<file path="src/rob_pkg.sv">
// rob_pkg
// shared widths, types and the retire-select state encoding for the
// two-wide reorder buffer

`default_nettype none

package rob_pkg;

  //////////////////////////////
  // widths
  //////////////////////////////

  // tag width fixed at 5, enough for up to 32 entries
  parameter int TAG_W    = 5;
  parameter int REG_W    = 5;
  parameter int VALUE_W  = 64;
  parameter int INSTR_W  = 32;
  // credit count spans 0..32 so one extra bit
  parameter int CREDIT_W = 6;

  // default depth, top level may override with any power of two 4..32
  parameter int ROB_ENTRIES = 32;

  //////////////////////////////
  // types
  //////////////////////////////

  // entry index, handed out as the dispatch tag
  typedef logic [TAG_W-1:0]    rob_tag_t;
  // architectural destination register
  typedef logic [REG_W-1:0]    reg_idx_t;
  // result value written on completion
  typedef logic [VALUE_W-1:0]  value_t;
  // raw instruction word
  typedef logic [INSTR_W-1:0]  instr_t;
  // credits returned to the dispatcher
  typedef logic [CREDIT_W-1:0] credit_t;

  // how many entries retired on the last edge
  typedef enum logic [1:0] {
    RETIRE_IDLE = 2'd0,
    RETIRE_ONE  = 2'd1,
    RETIRE_TWO  = 2'd2
  } retire_state_t;

endpackage : rob_pkg

`default_nettype wire

</file>
<file path="src/rob_entry.sv">
// rob_entry
// one reorder buffer slot holding the instruction, destination register,
// result and the valid and complete flags
// loaded on dispatch, filled on completion and emptied on retire

`default_nettype none

module rob_entry (
  input  wire logic              clock,
  input  wire logic              reset,
  // dispatch side
  input  wire logic              dispatch_write,
  input  wire rob_pkg::instr_t   dispatch_instruction,
  input  wire rob_pkg::reg_idx_t dispatch_register,
  // completion side
  input  wire logic              complete_write,
  input  wire rob_pkg::value_t   complete_value,
  // retire side
  input  wire logic              retire_clear,
  // registered entry state
  output logic                   valid,
  output logic                   complete,
  output rob_pkg::instr_t        instruction,
  output rob_pkg::reg_idx_t      register,
  output rob_pkg::value_t        value
);

  always_ff @(posedge clock)
  begin
    if (reset)
    begin
      valid    <= 1'b0;
      complete <= 1'b0;
    end
    else
    begin
      // retire empties the slot
      if (retire_clear)
      begin
        valid    <= 1'b0;
        complete <= 1'b0;
      end
      // a new instruction starts out incomplete
      if (dispatch_write)
      begin
        valid    <= 1'b1;
        complete <= 1'b0;
      end
      if (complete_write)
        complete <= 1'b1;
    end
  end

  always_ff @(posedge clock)
  begin
    if (dispatch_write)
    begin
      instruction <= dispatch_instruction;
      register    <= dispatch_register;
      // no result until the completion arrives
      value       <= '0;
    end
    if (complete_write)
      value <= complete_value;
  end

endmodule

`default_nettype wire

</file>
<file path="config.mk">
export PLATFORM = sky130hd
export DESIGN_NAME = rob_entry
export DESIGN_NICKNAME = d
export VERILOG_FILES = /design/src/rob_pkg.sv /design/src/rob_entry.sv
export SDC_FILE = /design/constraint.sdc
export NUM_CORES = 1
export LEC_CHECK = 0
export BUFFER_PORTS_ARGS = -buffer_cell sky130_fd_sc_hd__clkbuf_2
export CORE_ASPECT_RATIO = 0.75
export CORE_MARGIN = 5
export CORE_UTILIZATION = 46
export DETAILED_ROUTE_END_ITERATION = 10
export PLACE_DENSITY = 0.93
export REMOVE_ABC_BUFFERS = 1
export SETUP_SLACK_MARGIN = 0.05
export SYNTH_ARGS = -nofsm -noshare
export SYNTH_HDL_FRONTEND = slang
export SYNTH_SLANG_ARGS = --single-unit
export TNS_END_PERCENT = 10
</file>
<file path="constraint.sdc">
create_clock -name clock -period 7.31 [get_ports clock]
set_clock_uncertainty 0.1 [all_clocks]
set_input_delay 0.731 -clock clock [delete_from_list [all_inputs] [get_ports clock]]
set_output_delay 0.731 -clock clock [all_outputs]
set_load 0.05 [all_outputs]
</file>
==> results.yml, run 1 <==
hold_path:
  worstHoldPathCells: 2
  hold_end: "valid"
  hold_class: "flip-flop to flip-flop"
  hp-start: "valid"
sta:
  fmax_mhz: 406
  period_minus_slack_ns: 2.46
  setup_viol: 0
  rsz0062_at_grt: "false"
  drv_slew: 0
  worst_slack_ns: 4.85
  min_period_over_period: 0.337
  hold_violations: 0
  max_slew_margin: 0.375
  worst_pin_slew_ns: 0.938
  finalSetupTns_ns: 0
  holdWs_ns: 0.394
cts:
  cts-resized-gates: 0
  numCtsBuffers: 9
  cts_tree: "done"
  cts.path.max_buffers: 2
  cts_setup_buffers: 0
  clkSlewWorstSetupHoldPaths_ns: 0.09
  postCtsHoldBufs: 0
  h-tree-depth: 3
  root_buffer: "clkbuf_8"
  cts_sinks: 103
  clkLatencyLatePin_ns: 0.34
flow_run:
  max_cap_viol_count: 0
die:
  start_util: 0.478
  row_count: 27
  design.core.area_sq_um: 7430
  dieArea_sq_um: 9590
  die_w_um: 111
  io_pins: 209
  die_h_um: 86.1
placement:
  numPortBuffers: 208
  dp_slack_ns: 4.44
  hpwl_mm: 6.01
  gp_congestion: 0.767
critical_path:
  cp-start-kind: "input port"
  crit_type: "input port to flip-flop"
  cp_data_required_time_ns: 7.19
  path_delay_family: "buffers and inverters"
  worstPathCellList: "clkbuf_2, inv_1, nand2_2, buf_4"
  reg2regPathDepth: 2
  path_buf_inv: 3
  rrSetupSlack_ns: 6.31
  reg2reg_from: "complete"
  critical_path_arrival_ns: 2.34
  cp-end-kind: "flip-flop"
  rr_endpoint: "complete"
  cp_slowest_cell: "clkbuf_2"
  crit_path_max_fanout: 64
  max_stage_delay_ns: 0.70
synth:
  syn-instance-count: 181
  synth_area_sq_um: 3550
  yosysTopAreaCell: "edfxtp_1"
  synthDistinctLibCells: 12
  synth_area_leaders: "edfxtp_1 (85%), and2_1 (11%), dfxtp_1 (1.1%)"
  yosys_warnings: 0
  synth_top_area_frac: 0.854
  ys_seq_area_frac: 0.866
  syn_avg_cell_area_sq_um: 19.6
  synth_seq_cells: 103
final_layout:
  syn_to_final_growth_pct: 37.6
  nets: 501
  antennaDiodeCount: 0
  drive_gt1_frac: 0.566
detailed_routing:
  drt_pass1_iterations: 4
  route.detailed.drc: 0
  post_drt_via_cell_ratio: 4.39
  wl_mm: 7.74
  vias: 2197
  drt_iter0_drc: 87
  drtAntennaViolNets: 0
  wl_per_cell_um: 15.5
power:
  vdd_ir_drop_max_uv: 143
  p_leak_nw: 2.22
  power_mw: 1.34
  p_per_area_nw_per_um2: 274
status:
  outcome: "completed"
global_routing:
  grt_max_degree: 66
  grt_pass1_vias: 2388
  gr-total-overflow: 0
  grt_pass1_wl_mm: 12.0
  grt_use_total: 0.161
  antenna_found_initial: 0
[report_power, final]
part,switching [mW],internal (mW)
sequential,0.0145,0.704
combinational,0.222,0.0603
clock,0.180,0.157
[worst max-delay path by stage]
stage | startpoint | end | cells after the start
4_1_cts | dispatch_write | value[23] | 4
6_report | dispatch_write | value[25] | 4
2_1_floorplan | complete_write | value[0] | 2
3_5_place_dp | dispatch_write | value[23] | 4
5_1_grt | dispatch_write | value[58] | 4
3_3_place_gp | dispatch_write | value[37] | 4
[cells by family after synthesis]
logic type	Yosys count	synth area share
AOI/OAI and AO/OA	2	0.00388
buffers and inverters	9	0.0123
DFF	103	0.866
and+or+nand+nor	67	0.118
[synth_stat cells (all sizes together)]
master	count
edfxtp	101
and2	64
clkbuf	7
a21oi	2
dfxtp	2
inv	2
nand2	1
nand2b	1
or3b	1
[per-stage QoR]
| step | utilization | cells | instance area [sq um] |
|---|---|---|---|
| detailed placement | 0.632 | 485 | 4700 |
| global placement | 0.632 | 485 | 4700 |
| CTS | 0.657 | 500 | 4880 |
| floorplan | - | 174 | 3510 |
| global route | 0.657 | 500 | 4880 |
| finish | 0.657 | 500 | 4880 |
[routing by layer]
layer	up-vias	GRT usage	routed length, um
met4	0	0.0597	107
met1	1018	0.170	2790
met2	100	0.297	4190
met5	-	0	0
li1	1070	-	-
met3	9	0.0592	644
[worst reg2reg max path: stages (launching register included)]
cell and delay [ns]:
dfxtp_1 0.35, or3b_1 0.37, a21oi_2 0.13
[placed cells by master, fill, tap and decap left out, drive strengths merged, types with 2 or more instances in the layout]
master and instances:
and2 64, clkbuf 218, edfxtp 101, clkinvlp 2, buf 2, dfxtp 2, inv 3, a21oi 2
[flip-flops by register name, indices dropped and copies added, names as in the netlist]
name and flops:
instruction 32, value 64, valid 1, register 5, complete 1
[area by class of cell]
| cell class | instances | area (sq um) |
|---|---|---|
| timing repair buffer | 210 | 1060 |
| fill | 577 | 2550 |
| clock inverter | 5 | 58.8 |
| sequential | 103 | 3070 |
| tap | 101 | 126 |
| clock buffer | 10 | 128 |
| inverter | 2 | 7.51 |
| multi-input combinational | 69 | 435 |
No activity file was read; power rests on OpenSTA's default activity.
==> run 2: changes to the inputs <==
- ABC_AREA: default -> 1
- CORE_UTILIZATION: 46 -> 43
- PLACE_DENSITY: 0.93 -> 0.88
- clock period: 7.31 -> 2.57 ns (I/O delays scaled with it)
==> run 2 against run 1 <==
Against the previous run: area after synthesis up 3.0%; worst hold slack got worse by 0.38 ns; sequential share of layout area shrank 5.0 points; die area grew 9.1%; clock power increased to 3.9 times the previous value; critical path type is now flip-flop to output port; critical endpoint is now value[48]; largest cell class unchanged.
==> results.yml, run 2 <==
final_layout:
  layout_commonest_cell: "clkbuf_2"
  drive_gt1_frac: 0.462
  antennaDiodeCount: 0
  fin_util: 0.633
  regMostFlops: "value"
  nets: 589
  largest_reg_flops: 64
  largestRegisters: "value x64, instruction x32, register x5"
  final_cell_mix: "clkbuf_2 (208), edfxtp_1 (101), inv_1 (67), nand2_1 (65), dlygate4sd3_1 (22)"
  syn_to_final_growth_pct: 45.2
synth:
  synthDistinctLibCells: 9
  yosys-top-cells-count: "edfxtp_1 (101), inv_1 (67), nand2_1 (66), buf_6 (5)"
  syn_avg_cell_area_sq_um: 14.9
  synth_top_area_frac: 0.830
  synth_seq_cells: 103
  syn-instance-count: 246
  yosysTopAreaCell: "edfxtp_1"
  synth-main-ff-cell: "edfxtp_1"
  synth_area_leaders: "edfxtp_1 (83%), inv_1 (6.9%), nand2_1 (6.8%)"
  yosys_warnings: 0
  async_reset_ff_frac: 0
  yosysMostFrequentCell: "edfxtp_1"
  synth_edf_count: 101
  ys_seq_area_frac: 0.841
  synth_area_sq_um: 3660
cts:
  h-tree-depth: 3
  cts.path.max_buffers: 2
  clkSlewWorstSetupHoldPaths_ns: 0.07
  root_buffer: "clkbuf_16"
  clkLatencyLatePin_ns: 0.32
  cts_setup_buffers: 0
  cts_tree: "done"
  cts-resized-gates: 0
  cts_sinks: 103
  postCtsHoldBufs: 21
  numCtsBuffers: 9
detailed_routing:
  wl_mm: 8.87
  post_drt_via_cell_ratio: 4.25
  routed.top_layer: "met4"
  wl_per_cell_um: 14.9
  drtAntennaViolNets: 0
  vias: 2531
  wl_met1_mm: 3.34
  drt_pass1_iterations: 4
  drt_iter0_drc: 105
  wl_met3_mm: 1.25
  route.detailed.drc: 0
  wl_met2_mm: 4.16
global_routing:
  grt_pass1_vias: 2630
  gr-total-overflow: 0
  grt_use_total: 0.164
  grt_max_degree: 65
  antenna_found_initial: 0
  grt_pass1_wl_mm: 13.1
critical_path:
  cp_slowest_cell: "edfxtp_1"
  cp-end-kind: "output port"
  worstPathCellList: "clkbuf_2"
  critical_path_arrival_ns: 0.99
  crit_type: "flip-flop to output port"
  path_buf_inv: 1
  max_stage_delay_ns: 0.41
  crit_path_max_fanout: 1
  path_delay_family: "flip-flops"
  cp_data_required_time_ns: 2.21
  cp-start-kind: "flip-flop"
power:
  p_per_area_nw_per_um2: 794
  vdd_ir_drop_max_uv: 403
  p_leak_nw: 2.84
sta:
  finalSetupTns_ns: 0
  period_minus_slack_ns: 1.35
  hold_violations: 0
  fmax_mhz: 741
  min_period_over_period: 0.525
  max_slew_margin: 0.612
  rsz0062_at_grt: "false"
  drv_slew: 0
  setup_viol: 0
  worst_pin_slew_ns: 0.582
die:
  io_pins: 209
  die_w_um: 116
  dieArea_sq_um: 10500
  start_util: 0.436
  row_count: 29
  design.core.area_sq_um: 8380
  die_h_um: 89.9
placement:
  gp_congestion: 0.733
  numPortBuffers: 208
  hpwl_mm: 6.48
flow_run:
  max_cap_viol_count: 0
status:
  outcome: "completed"
hold_path:
  hold_class: "input port to flip-flop"
-- run 2: logic make-up (layout without fill, tap and decap cells) --
logic type / Yosys count / after routing / synth area share
simple gates: 67 / 67 / 0.0691
compound gates: 2 / 2 / 0.00274
buf+inv: 74 / 315 / 0.0876
flops: 103 / 103 / 0.841
-- run 2: final cells by class --
cell class                 instances  area (sq um)
tap                              108           135
sequential                       103          3070
clock inverter                     5          58.8
inverter                          67           251
fill                             626          3070
clock buffer                      10           229
timing repair buffer             233          1300
multi-input combinational         69           265
-- run 2: path summary, 6_finish.rpt --
path | cells after the start | end | startpoint | slack, ns
min | 1 | instruction[5] | dispatch_instruction[5] | 0.01
min reg2reg | 2 | valid | valid | 0.36
max | 1 | value[48] | value[48] | 1.22
max reg2reg | 2 | complete | complete | 1.87
-- run 2: layer usage --
layer,vias to the layer above,global-route usage
li1,1250,-
met1,1122,0.192
met2,145,0.268
met3,14,0.0785
met4,0,0.0512
met5,-,0
-- run 2: through the flow --
step           std cells  power [mW]  cell area [sq um]  hold slack [ns]  worst slack [ns]
2_1_floorplan        239        2.65               3590            0.226             0.383
3_3_place_gp         558        2.89               4800            0.332              1.28
4_1_cts              594        4.26               5300       0.00000394              1.20
5_1_grt              595        4.38               5310          0.00146              1.18
6_report             595        4.21               5310           0.0103              1.22
3_5_place_dp         558        2.91               4800            0.336              1.26
-- run 2: report_power, final --
group | leakage, nW | switching, mW | internal [mW]
registers | 1.06 | 0.0430 | 2.00
logic | 1.65 | 0.661 | 0.189
clock network | 0.137 | 0.565 | 0.752
total | 2.84 | 1.27 | 2.94
