**src/rob_pkg.sv**
```systemverilog
// rob_pkg
// shared widths, types and the retire-select state encoding for the
// two-wide reorder buffer

`default_nettype none

package rob_pkg;

  //////////////////////////////
  // widths
  //////////////////////////////

  // tag width fixed at 5, enough for up to 32 entries
  parameter int TAG_W    = 5;
  parameter int REG_W    = 5;
  parameter int VALUE_W  = 64;
  parameter int INSTR_W  = 32;
  // credit count spans 0..32 so one extra bit
  parameter int CREDIT_W = 6;

  // default depth, top level may override with any power of two 4..32
  parameter int ROB_ENTRIES = 32;

  //////////////////////////////
  // types
  //////////////////////////////

  // entry index, handed out as the dispatch tag
  typedef logic [TAG_W-1:0]    rob_tag_t;
  // architectural destination register
  typedef logic [REG_W-1:0]    reg_idx_t;
  // result value written on completion
  typedef logic [VALUE_W-1:0]  value_t;
  // raw instruction word
  typedef logic [INSTR_W-1:0]  instr_t;
  // credits returned to the dispatcher
  typedef logic [CREDIT_W-1:0] credit_t;

  // how many entries retired on the last edge
  typedef enum logic [1:0] {
    RETIRE_IDLE = 2'd0,
    RETIRE_ONE  = 2'd1,
    RETIRE_TWO  = 2'd2
  } retire_state_t;

endpackage : rob_pkg

`default_nettype wire

```
**src/rob_ptr_ctrl.sv**
```systemverilog
// rob_ptr_ctrl
// head and tail pointers of the circular entry array, the two
// dispatch tags, and the registered credit return

`default_nettype none

module rob_ptr_ctrl #(
  parameter int ROB_ENTRIES = rob_pkg::ROB_ENTRIES
) (
  input  wire logic              clock,
  input  wire logic              reset,
  // dispatch slots, slot 1 only when slot 0
  input  wire logic              dispatch_valid0,
  input  wire logic              dispatch_valid1,
  // entries leaving at this edge, 0..2
  input  wire logic [1:0]        retire_count,
  output rob_pkg::rob_tag_t      head,
  output rob_pkg::rob_tag_t      tail,
  output rob_pkg::rob_tag_t      dispatch_tag0,
  output rob_pkg::rob_tag_t      dispatch_tag1,
  output rob_pkg::credit_t       credit_return
);

  import rob_pkg::*;

  // wrap mask, depth is a power of two
  localparam rob_tag_t PTR_MASK = rob_tag_t'(ROB_ENTRIES - 1);

  logic [1:0] dispatch_count;
  rob_tag_t   tail_next;
  rob_tag_t   head_next;

  //////////////////////////////
  // dispatch tags
  //////////////////////////////

  // slot 0 lands on the tail, slot 1 right behind it
  always_comb
  begin
    dispatch_tag0 = tail;
    dispatch_tag1 = (tail + rob_tag_t'(1)) & PTR_MASK;
  end

  //////////////////////////////
  // next pointers
  //////////////////////////////

  always_comb
  begin
    // number of instructions entering this cycle
    dispatch_count = {1'b0, dispatch_valid0} + {1'b0, dispatch_valid1};
    // tail moves by dispatch count, head by retire count
    tail_next = (tail + rob_tag_t'(dispatch_count)) & PTR_MASK;
    head_next = (head + rob_tag_t'(retire_count)) & PTR_MASK;
  end

  //////////////////////////////
  // pointer registers
  //////////////////////////////

  always_ff @(posedge clock)
  begin
    if (reset)
    begin
      head <= '0;
      tail <= '0;
    end
    else
    begin
      head <= head_next;
      tail <= tail_next;
    end
  end

  //////////////////////////////
  // credit return
  //////////////////////////////

  // one credit per retired entry
  // registered so it lines up with the retire outputs
  always_ff @(posedge clock)
  begin
    if (reset)
    begin
      credit_return <= '0;
    end
    else
    begin
      credit_return <= credit_t'(retire_count);
    end
  end

endmodule : rob_ptr_ctrl

`default_nettype wire

```
**config.mk**
```make
export PLATFORM = sky130hd
export DESIGN_NAME = rob_ptr_ctrl
export DESIGN_NICKNAME = d
export VERILOG_FILES = /design/src/rob_pkg.sv /design/src/rob_ptr_ctrl.sv
export SDC_FILE = /design/constraint.sdc
export NUM_CORES = 1
export LEC_CHECK = 0
export BUFFER_PORTS_ARGS = -buffer_cell sky130_fd_sc_hd__buf_2
export CORE_UTILIZATION = 30
export CTS_CLUSTER_DIAMETER = 120
export DETAILED_ROUTE_END_ITERATION = 7
export PLACE_DENSITY_LB_ADDON = 0.3
export SLEW_MARGIN = 20
export SYNTH_ARGS = -nofsm -noshare
export SYNTH_HDL_FRONTEND = slang
export SYNTH_SLANG_ARGS = --single-unit
```
**constraint.sdc**
```tcl
create_clock -name clock -period 2 [get_ports clock]
set_clock_uncertainty 0.15 [all_clocks]
set_input_delay 0.4 -clock clock [delete_from_list [all_inputs] [get_ports clock]]
set_output_delay 0.4 -clock clock [all_outputs]
set_load 0.03 [all_outputs]
```
==> results of run 1 <==
-- power by group --
part           switching [W]  total (W)  internal [W]  leakage (nW)
sequential         0.0000234   0.000285      0.000261        0.0989
clock              0.0000716   0.000141     0.0000695        0.0138
combinational       0.000147   0.000211     0.0000642         0.290
total               0.000242   0.000637      0.000395         0.402
-- stage by stage --
| step | hold WS [ns] | util [%] |
|---|---|---|
| after CTS | 0.203 | 40.8 |
| after detailed placement | 0.343 | 39.5 |
| after global routing | 0.227 | 40.8 |
| after floorplan | 0.322 | - |
| after global placement | 0.337 | 39.5 |
| final | 0.219 | 40.8 |
-- synthesized netlist by cell type, types with 2 or more instances --
library cell / number
nor2b_1: 3
fa_1: 2
a21oi_1: 2
dfxtp_1: 12
inv_1: 7
xnor2_1: 3
xor2_1: 5
ha_1: 4
nor2_1: 8
buf_4: 9
nand3b_1: 2
nand3_1: 3
-- registers in the layout, indices dropped and copies added (netlist names) --
name and cells:
head 5, credit_return 2, dispatch_tag0 5
-- worst paths after layout --
path	cells after the start	end	from	slack (ns)
worst max register to register	7	dispatch_tag0[4]	dispatch_tag0[0]	0.37
worst min-delay path	2	credit_return[0]	retire_count[0]	0.22
worst max-delay path	4	dispatch_tag1[4]	dispatch_tag0[0]	0.13
worst min register to register	2	head[3]	head[3]	0.35
-- placed cells by master, fill, tap and decap left out, drive strengths merged --
cell type	n
dfxtp	12
nand3b	2
or3	1
a21oi	2
buf	27
o21ai	1
nand3	3
clkbuf	3
nor2b	3
xor2	5
fa	2
conb	4
ha	4
nor2	8
xnor2	3
inv	8
-- repair_timing --
item,4_1_cts,5_1_grt
endpoints found under the setup margin,0,1
gates resized for setup,0,1
hold endpoints to repair,0,0
-- cell families (layout without fill, tap and decap cells) --
group | after synthesis | after routing | synth area share (%)
compound gates | 3 | 3 | 2.46
simple gates | 17 | 17 | 13.9
flops | 12 | 12 | 39.3
buf+inv | 19 | 38 | 17.4
xor+xnor | 8 | 8 | 11.5
fa+ha+maj | 6 | 6 | 14.8
other cells | 1 | 4 | 0.614
-- critical path: cells and delay by family (launching register included) --
family | cells | cell delay (ns)
DFF | 1 | 0.38
adders and majority gates | 1 | 0.21
buffers and inverters | 1 | 0.20
xor gates and xnor gates | 1 | 0.14
and+or+nand+nor | 1 | 0.12
-- cell type report --
cell class | instances | area share [%]
multi-input cells | 38 | 38.0
clock buffers | 3 | 3.03
repair buffers | 27 | 18.2
inverters | 8 | 4.04
flip-flops and latches | 12 | 32.5
well taps | 25 | 4.21
-- metal layers --
layer  wire length, µm  vias up  share of wire [%]  GRT usage, %
met5                 0        -                  0             0
met1               408      208                 41          11.3
met2               508       24                 51          17.8
met4                 5        0               0.51          6.86
li1                  -      233                  -             -
met3                68        2                6.9          4.62
==> flow_summary.json, run 1 <==
{
  "syn_area_um2": 611,
  "grt_pass1_vias": 405,
  "tns_ns": 0,
  "critPathSlowestCell": "dfxtp_1",
  "regArea_um2": 241,
  "peakVddDrop_mv": 0.391,
  "clkTransAtPathRegs_ns": 0.07,
  "synth_edf_count": 0,
  "p_leak_nw": 0.402,
  "dpl-instance-area_um2": 719,
  "synth-main-ff-cell": "dfxtp_1",
  "fin_ws_ns": 0.130,
  "rsz0062_at_grt": "false",
  "cp_cell_sequence": "ha_1, nand3_1, xnor2_2, buf_2",
  "dieArea_mm2": 0.00222,
  "post-route-period-util_pct": 93.5,
  "ys_async_sr_fraction_pct": 0,
  "hold_buffers": 0,
  "critical_path_class": "reg -> out",
  "insertion_delay_ns": 0.26,
  "yosys.area.top_type": "dfxtp_1",
  "fin_area_um2": 743,
  "grt_overflow": 0,
  "diodes": 0,
  "drc": 0,
  "setup_violations": 0,
  "cts_sinks": 12,
  "synth.area.top_cells": "dfxtp_1 39%, buf_4 11%, ha_1 8.2%",
  "cts_buffers": 3,
  "clock_path_buffers": 2,
  "core_mm2": 0.00182,
  "synthDistinctLibCells": 18,
  "multiInputGateArea_um2": 283,
  "finish.net_count": 102,
  "cts_root_buf": "clkbuf_4",
  "vias": 467,
  "required_ns": 1.45,
  "cts_tree": "yes",
  "syn_inst": 66,
  "cp-end-kind": "primary output",
  "final_max_slew_viol_count": 0,
  "path_max_fanout": 5,
  "die_x_um": 47.1,
  "power_density_mw_per_mm2": 857,
  "netlist.area_leader.share_pct": 39.3,
  "avgViaCountPerCell": 4.13,
  "ys_ff_latch": 12,
  "grt_max_degree": 13,
  "drt-wirelength-per-cell_um": 8.76,
  "core.rowCount": 15,
  "hold_path.class": "in -> reg",
  "dr.pass1.iters": 2,
  "drtAntennaViolNets": 0,
  "finalPower_w": 0.000637,
  "slowest_delay_ns": 0.38,
  "start_util_pct": 33.5,
  "drtIter0Drc": 2,
  "numPortBuffers": 27,
  "max_freq_ghz": 0.535,
  "h-tree-depth": 1,
  "instances_no_fill": 113,
  "postCtsSetupBuffers": 0,
  "yosysWarnings": 0,
  "max_cap_violations": 0,
  "grt_usage_pct": 10.8,
  "status": "finished, final reports clean",
  "die_h_um": 47.1,
  "syn2layout_area_growth_pct": 21.7,
  "period_needed_ns": 1.87,
  "critical_path_arrival_ns": 1.32,
  "synth_area_per_cell_um2": 9.25,
  "dpl_worst_slack_ns": 0.232,
  "post-dp-hpwl_um": 774,
  "antenna_found_initial": 0,
  "routed_wl_um": 990,
  "routabilityCongestion": 0.705,
  "dp_cells": 110,
  "hold_violations": 0,
  "ios": 32,
  "drive_gt1_share_pct": 37.5,
  "seq_area_frac_synth_pct": 39.3,
  "grt_pass1_wl_mm": 1.59,
  "crit_path_start_kind": "register",
  "n_fill_cell": 205
}
No activity file was read; power rests on OpenSTA's default activity.
==> inputs of run 2 (changes only) <==
- ABC_CLOCK_PERIOD_IN_PS: default -> 2000
- RECOVER_POWER: default -> 50
==> run 2 against run 1 <==
Net effect: via count down 0.21%; power down 0.92%; wire length up 0.81%; global-route usage unchanged; worst setup slack worse by 0.0054 ns; design area down 1.9%; critical path depth unchanged; flip-flop and latch count unchanged; sequential power about the same; largest cell class unchanged.
==> flow_summary.json, run 2 (same netlist as run 1, synthesis figures left out) <==
{
  "crit_path_start_kind": "register",
  "internal_power_w": 0.000389,
  "cp_cell_sequence": "ha_1, nand3_1, xnor2_2, buf_2",
  "avgViaCountPerCell": 4.12,
  "die_x_um": 47.1,
  "whs_ns": 0.218,
  "cp-startpoint": "dispatch_tag0[0]",
  "final_max_slew_viol_count": 0,
  "h-tree-depth": 1,
  "dr.pass1.iters": 4,
  "cp_num_cells": 4,
  "critical_path_class": "reg -> out",
  "final_common_cell": "buf_2",
  "max_freq_ghz": 0.533,
  "peakVddDrop_mv": 0.387,
  "max_cap_violations": 0,
  "antenna_found_initial": 0,
  "worst_slew_pin_slew_ns": 0.522,
  "setup_violations": 0,
  "die_h_um": 47.1,
  "dieArea_mm2": 0.00222,
  "p_leak_nw": 0.362,
  "tns_ns": 0,
  "rrSetupSlack_ns": 0.35,
  "numPortBuffers": 27,
  "core_mm2": 0.00182,
  "r2r_end": "dispatch_tag0[4]",
  "finish.net_count": 102,
  "period_needed_ns": 1.88,
  "required_ns": 1.45,
  "cp-end-kind": "primary output",
  "seqPwrFrac_pct": 45.2,
  "max_slew_margin_pct": 65.2,
  "most-common-layout-cells": "16 x buf_2, 11 x dfxtp_1, 11 x clkbuf_1, 8 x nor2_1, 7 x inv_1",
  "hold_path.class": "in -> reg",
  "post_cts_resized": 0,
  "crit_end": "dispatch_tag1[4]",
  "start_util_pct": 33.5,
  "grt_pass1_vias": 405,
  "finalPower_w": 0.000631,
  "diodes": 0,
  "postCtsSetupBuffers": 0,
  "routed_wl_um": 998,
  "clock_path_buffers": 2,
  "worst-path-buf-inv": 1,
  "post-route-period-util_pct": 93.8,
  "syn2layout_area_growth_pct": 19.5,
  "reg2reg_depth": 7,
  "drtIter0Drc": 4,
  "path_max_fanout": 5,
  "share_comb_of_total_power_pct": 32.5,
  "fin_area_um2": 729,
  "rsz0062_at_grt": "false",
  "reg2reg_from": "dispatch_tag0[0]",
  "pwr-share-clk_pct": 22.4,
  "insertion_delay_ns": 0.26,
  "drive_gt1_share_pct": 25.0,
  "critical_path_arrival_ns": 1.33,
  "power_density_mw_per_mm2": 865,
  "routabilityCongestion": 0.705,
  "grt_pass1_wl_mm": 1.59,
  "drt-wirelength-per-cell_um": 8.83,
  "drc": 0,
  "ios": 32,
  "cts_sinks": 12,
  "grt_max_degree": 13,
  "post-dp-hpwl_um": 774,
  "clkTransAtPathRegs_ns": 0.07,
  "power_switching_share_pct": 38.4,
  "cts_buffers": 3,
  "cts_root_buf": "clkbuf_4",
  "core.rowCount": 15,
  "hold_violations": 0,
  "dpl-instance-area_um2": 719,
  "vias": 466,
  "cts_tree": "yes",
  "grt_usage_pct": 10.8,
  "grt_overflow": 0,
  "switchingPower_w": 0.000243,
  "critPathSlowestCell": "dfxtp_1",
  "cpLargestDelayFamily": "flip-flops",
  "hold_buffers": 0,
  "slowest_delay_ns": 0.39,
  "drtAntennaViolNets": 0,
  "status": "finished, final reports clean"
}
## run 2: worst min-delay path by stage
stage / end / depth (start not counted) / startpoint / slack (ns)
after floorplan: credit_return[0] / 1 / reset / 0.32
after global placement: head[3] / 2 / head[3] / 0.34
after detailed placement: head[3] / 2 / head[3] / 0.34
after CTS: credit_return[0] / 2 / retire_count[0] / 0.20
after global routing: credit_return[0] / 2 / retire_count[0] / 0.23
final: credit_return[0] / 2 / retire_count[0] / 0.22
## run 2: layout make-up
| cell class | instances | area, µm² |
|---|---|---|
| fill | 213 | 1090 |
| multi-input combinational | 38 | 283 |
| sequential | 12 | 241 |
| timing repair buffer | 27 | 121 |
| tap | 25 | 31.3 |
| inverter | 8 | 30.0 |
| clock buffer | 3 | 22.5 |
## run 2: per-layer routing
layer	track usage [%]	wire length, µm	part of all wire (%)
met1	11.3	412	41
met2	17.8	509	51
met3	4.62	69	6.9
met4	6.86	6	0.60
met5	0	0	0
## run 2: stage by stage
stage                     utilization, %  worst slack [ns]  instances
after global placement              39.5             0.248        110
final                               40.1             0.125        113
after global routing                40.1            0.0221        113
after CTS                           40.8            0.0506        113
after detailed placement            39.5             0.232        110
after floorplan                        -            0.0138         69
## run 2: power groups by stage
| stage | combinational [W] | clock [W] | sequential, W |
|---|---|---|---|
| floorplan | 0.000140 | 0 | 0.000326 |
| global placement | 0.000210 | 0 | 0.000288 |
| detailed placement | 0.000213 | 0 | 0.000290 |
| CTS | 0.000215 | 0.000154 | 0.000284 |
| global route | 0.000227 | 0.000162 | 0.000290 |
| finish | 0.000205 | 0.000141 | 0.000285 |
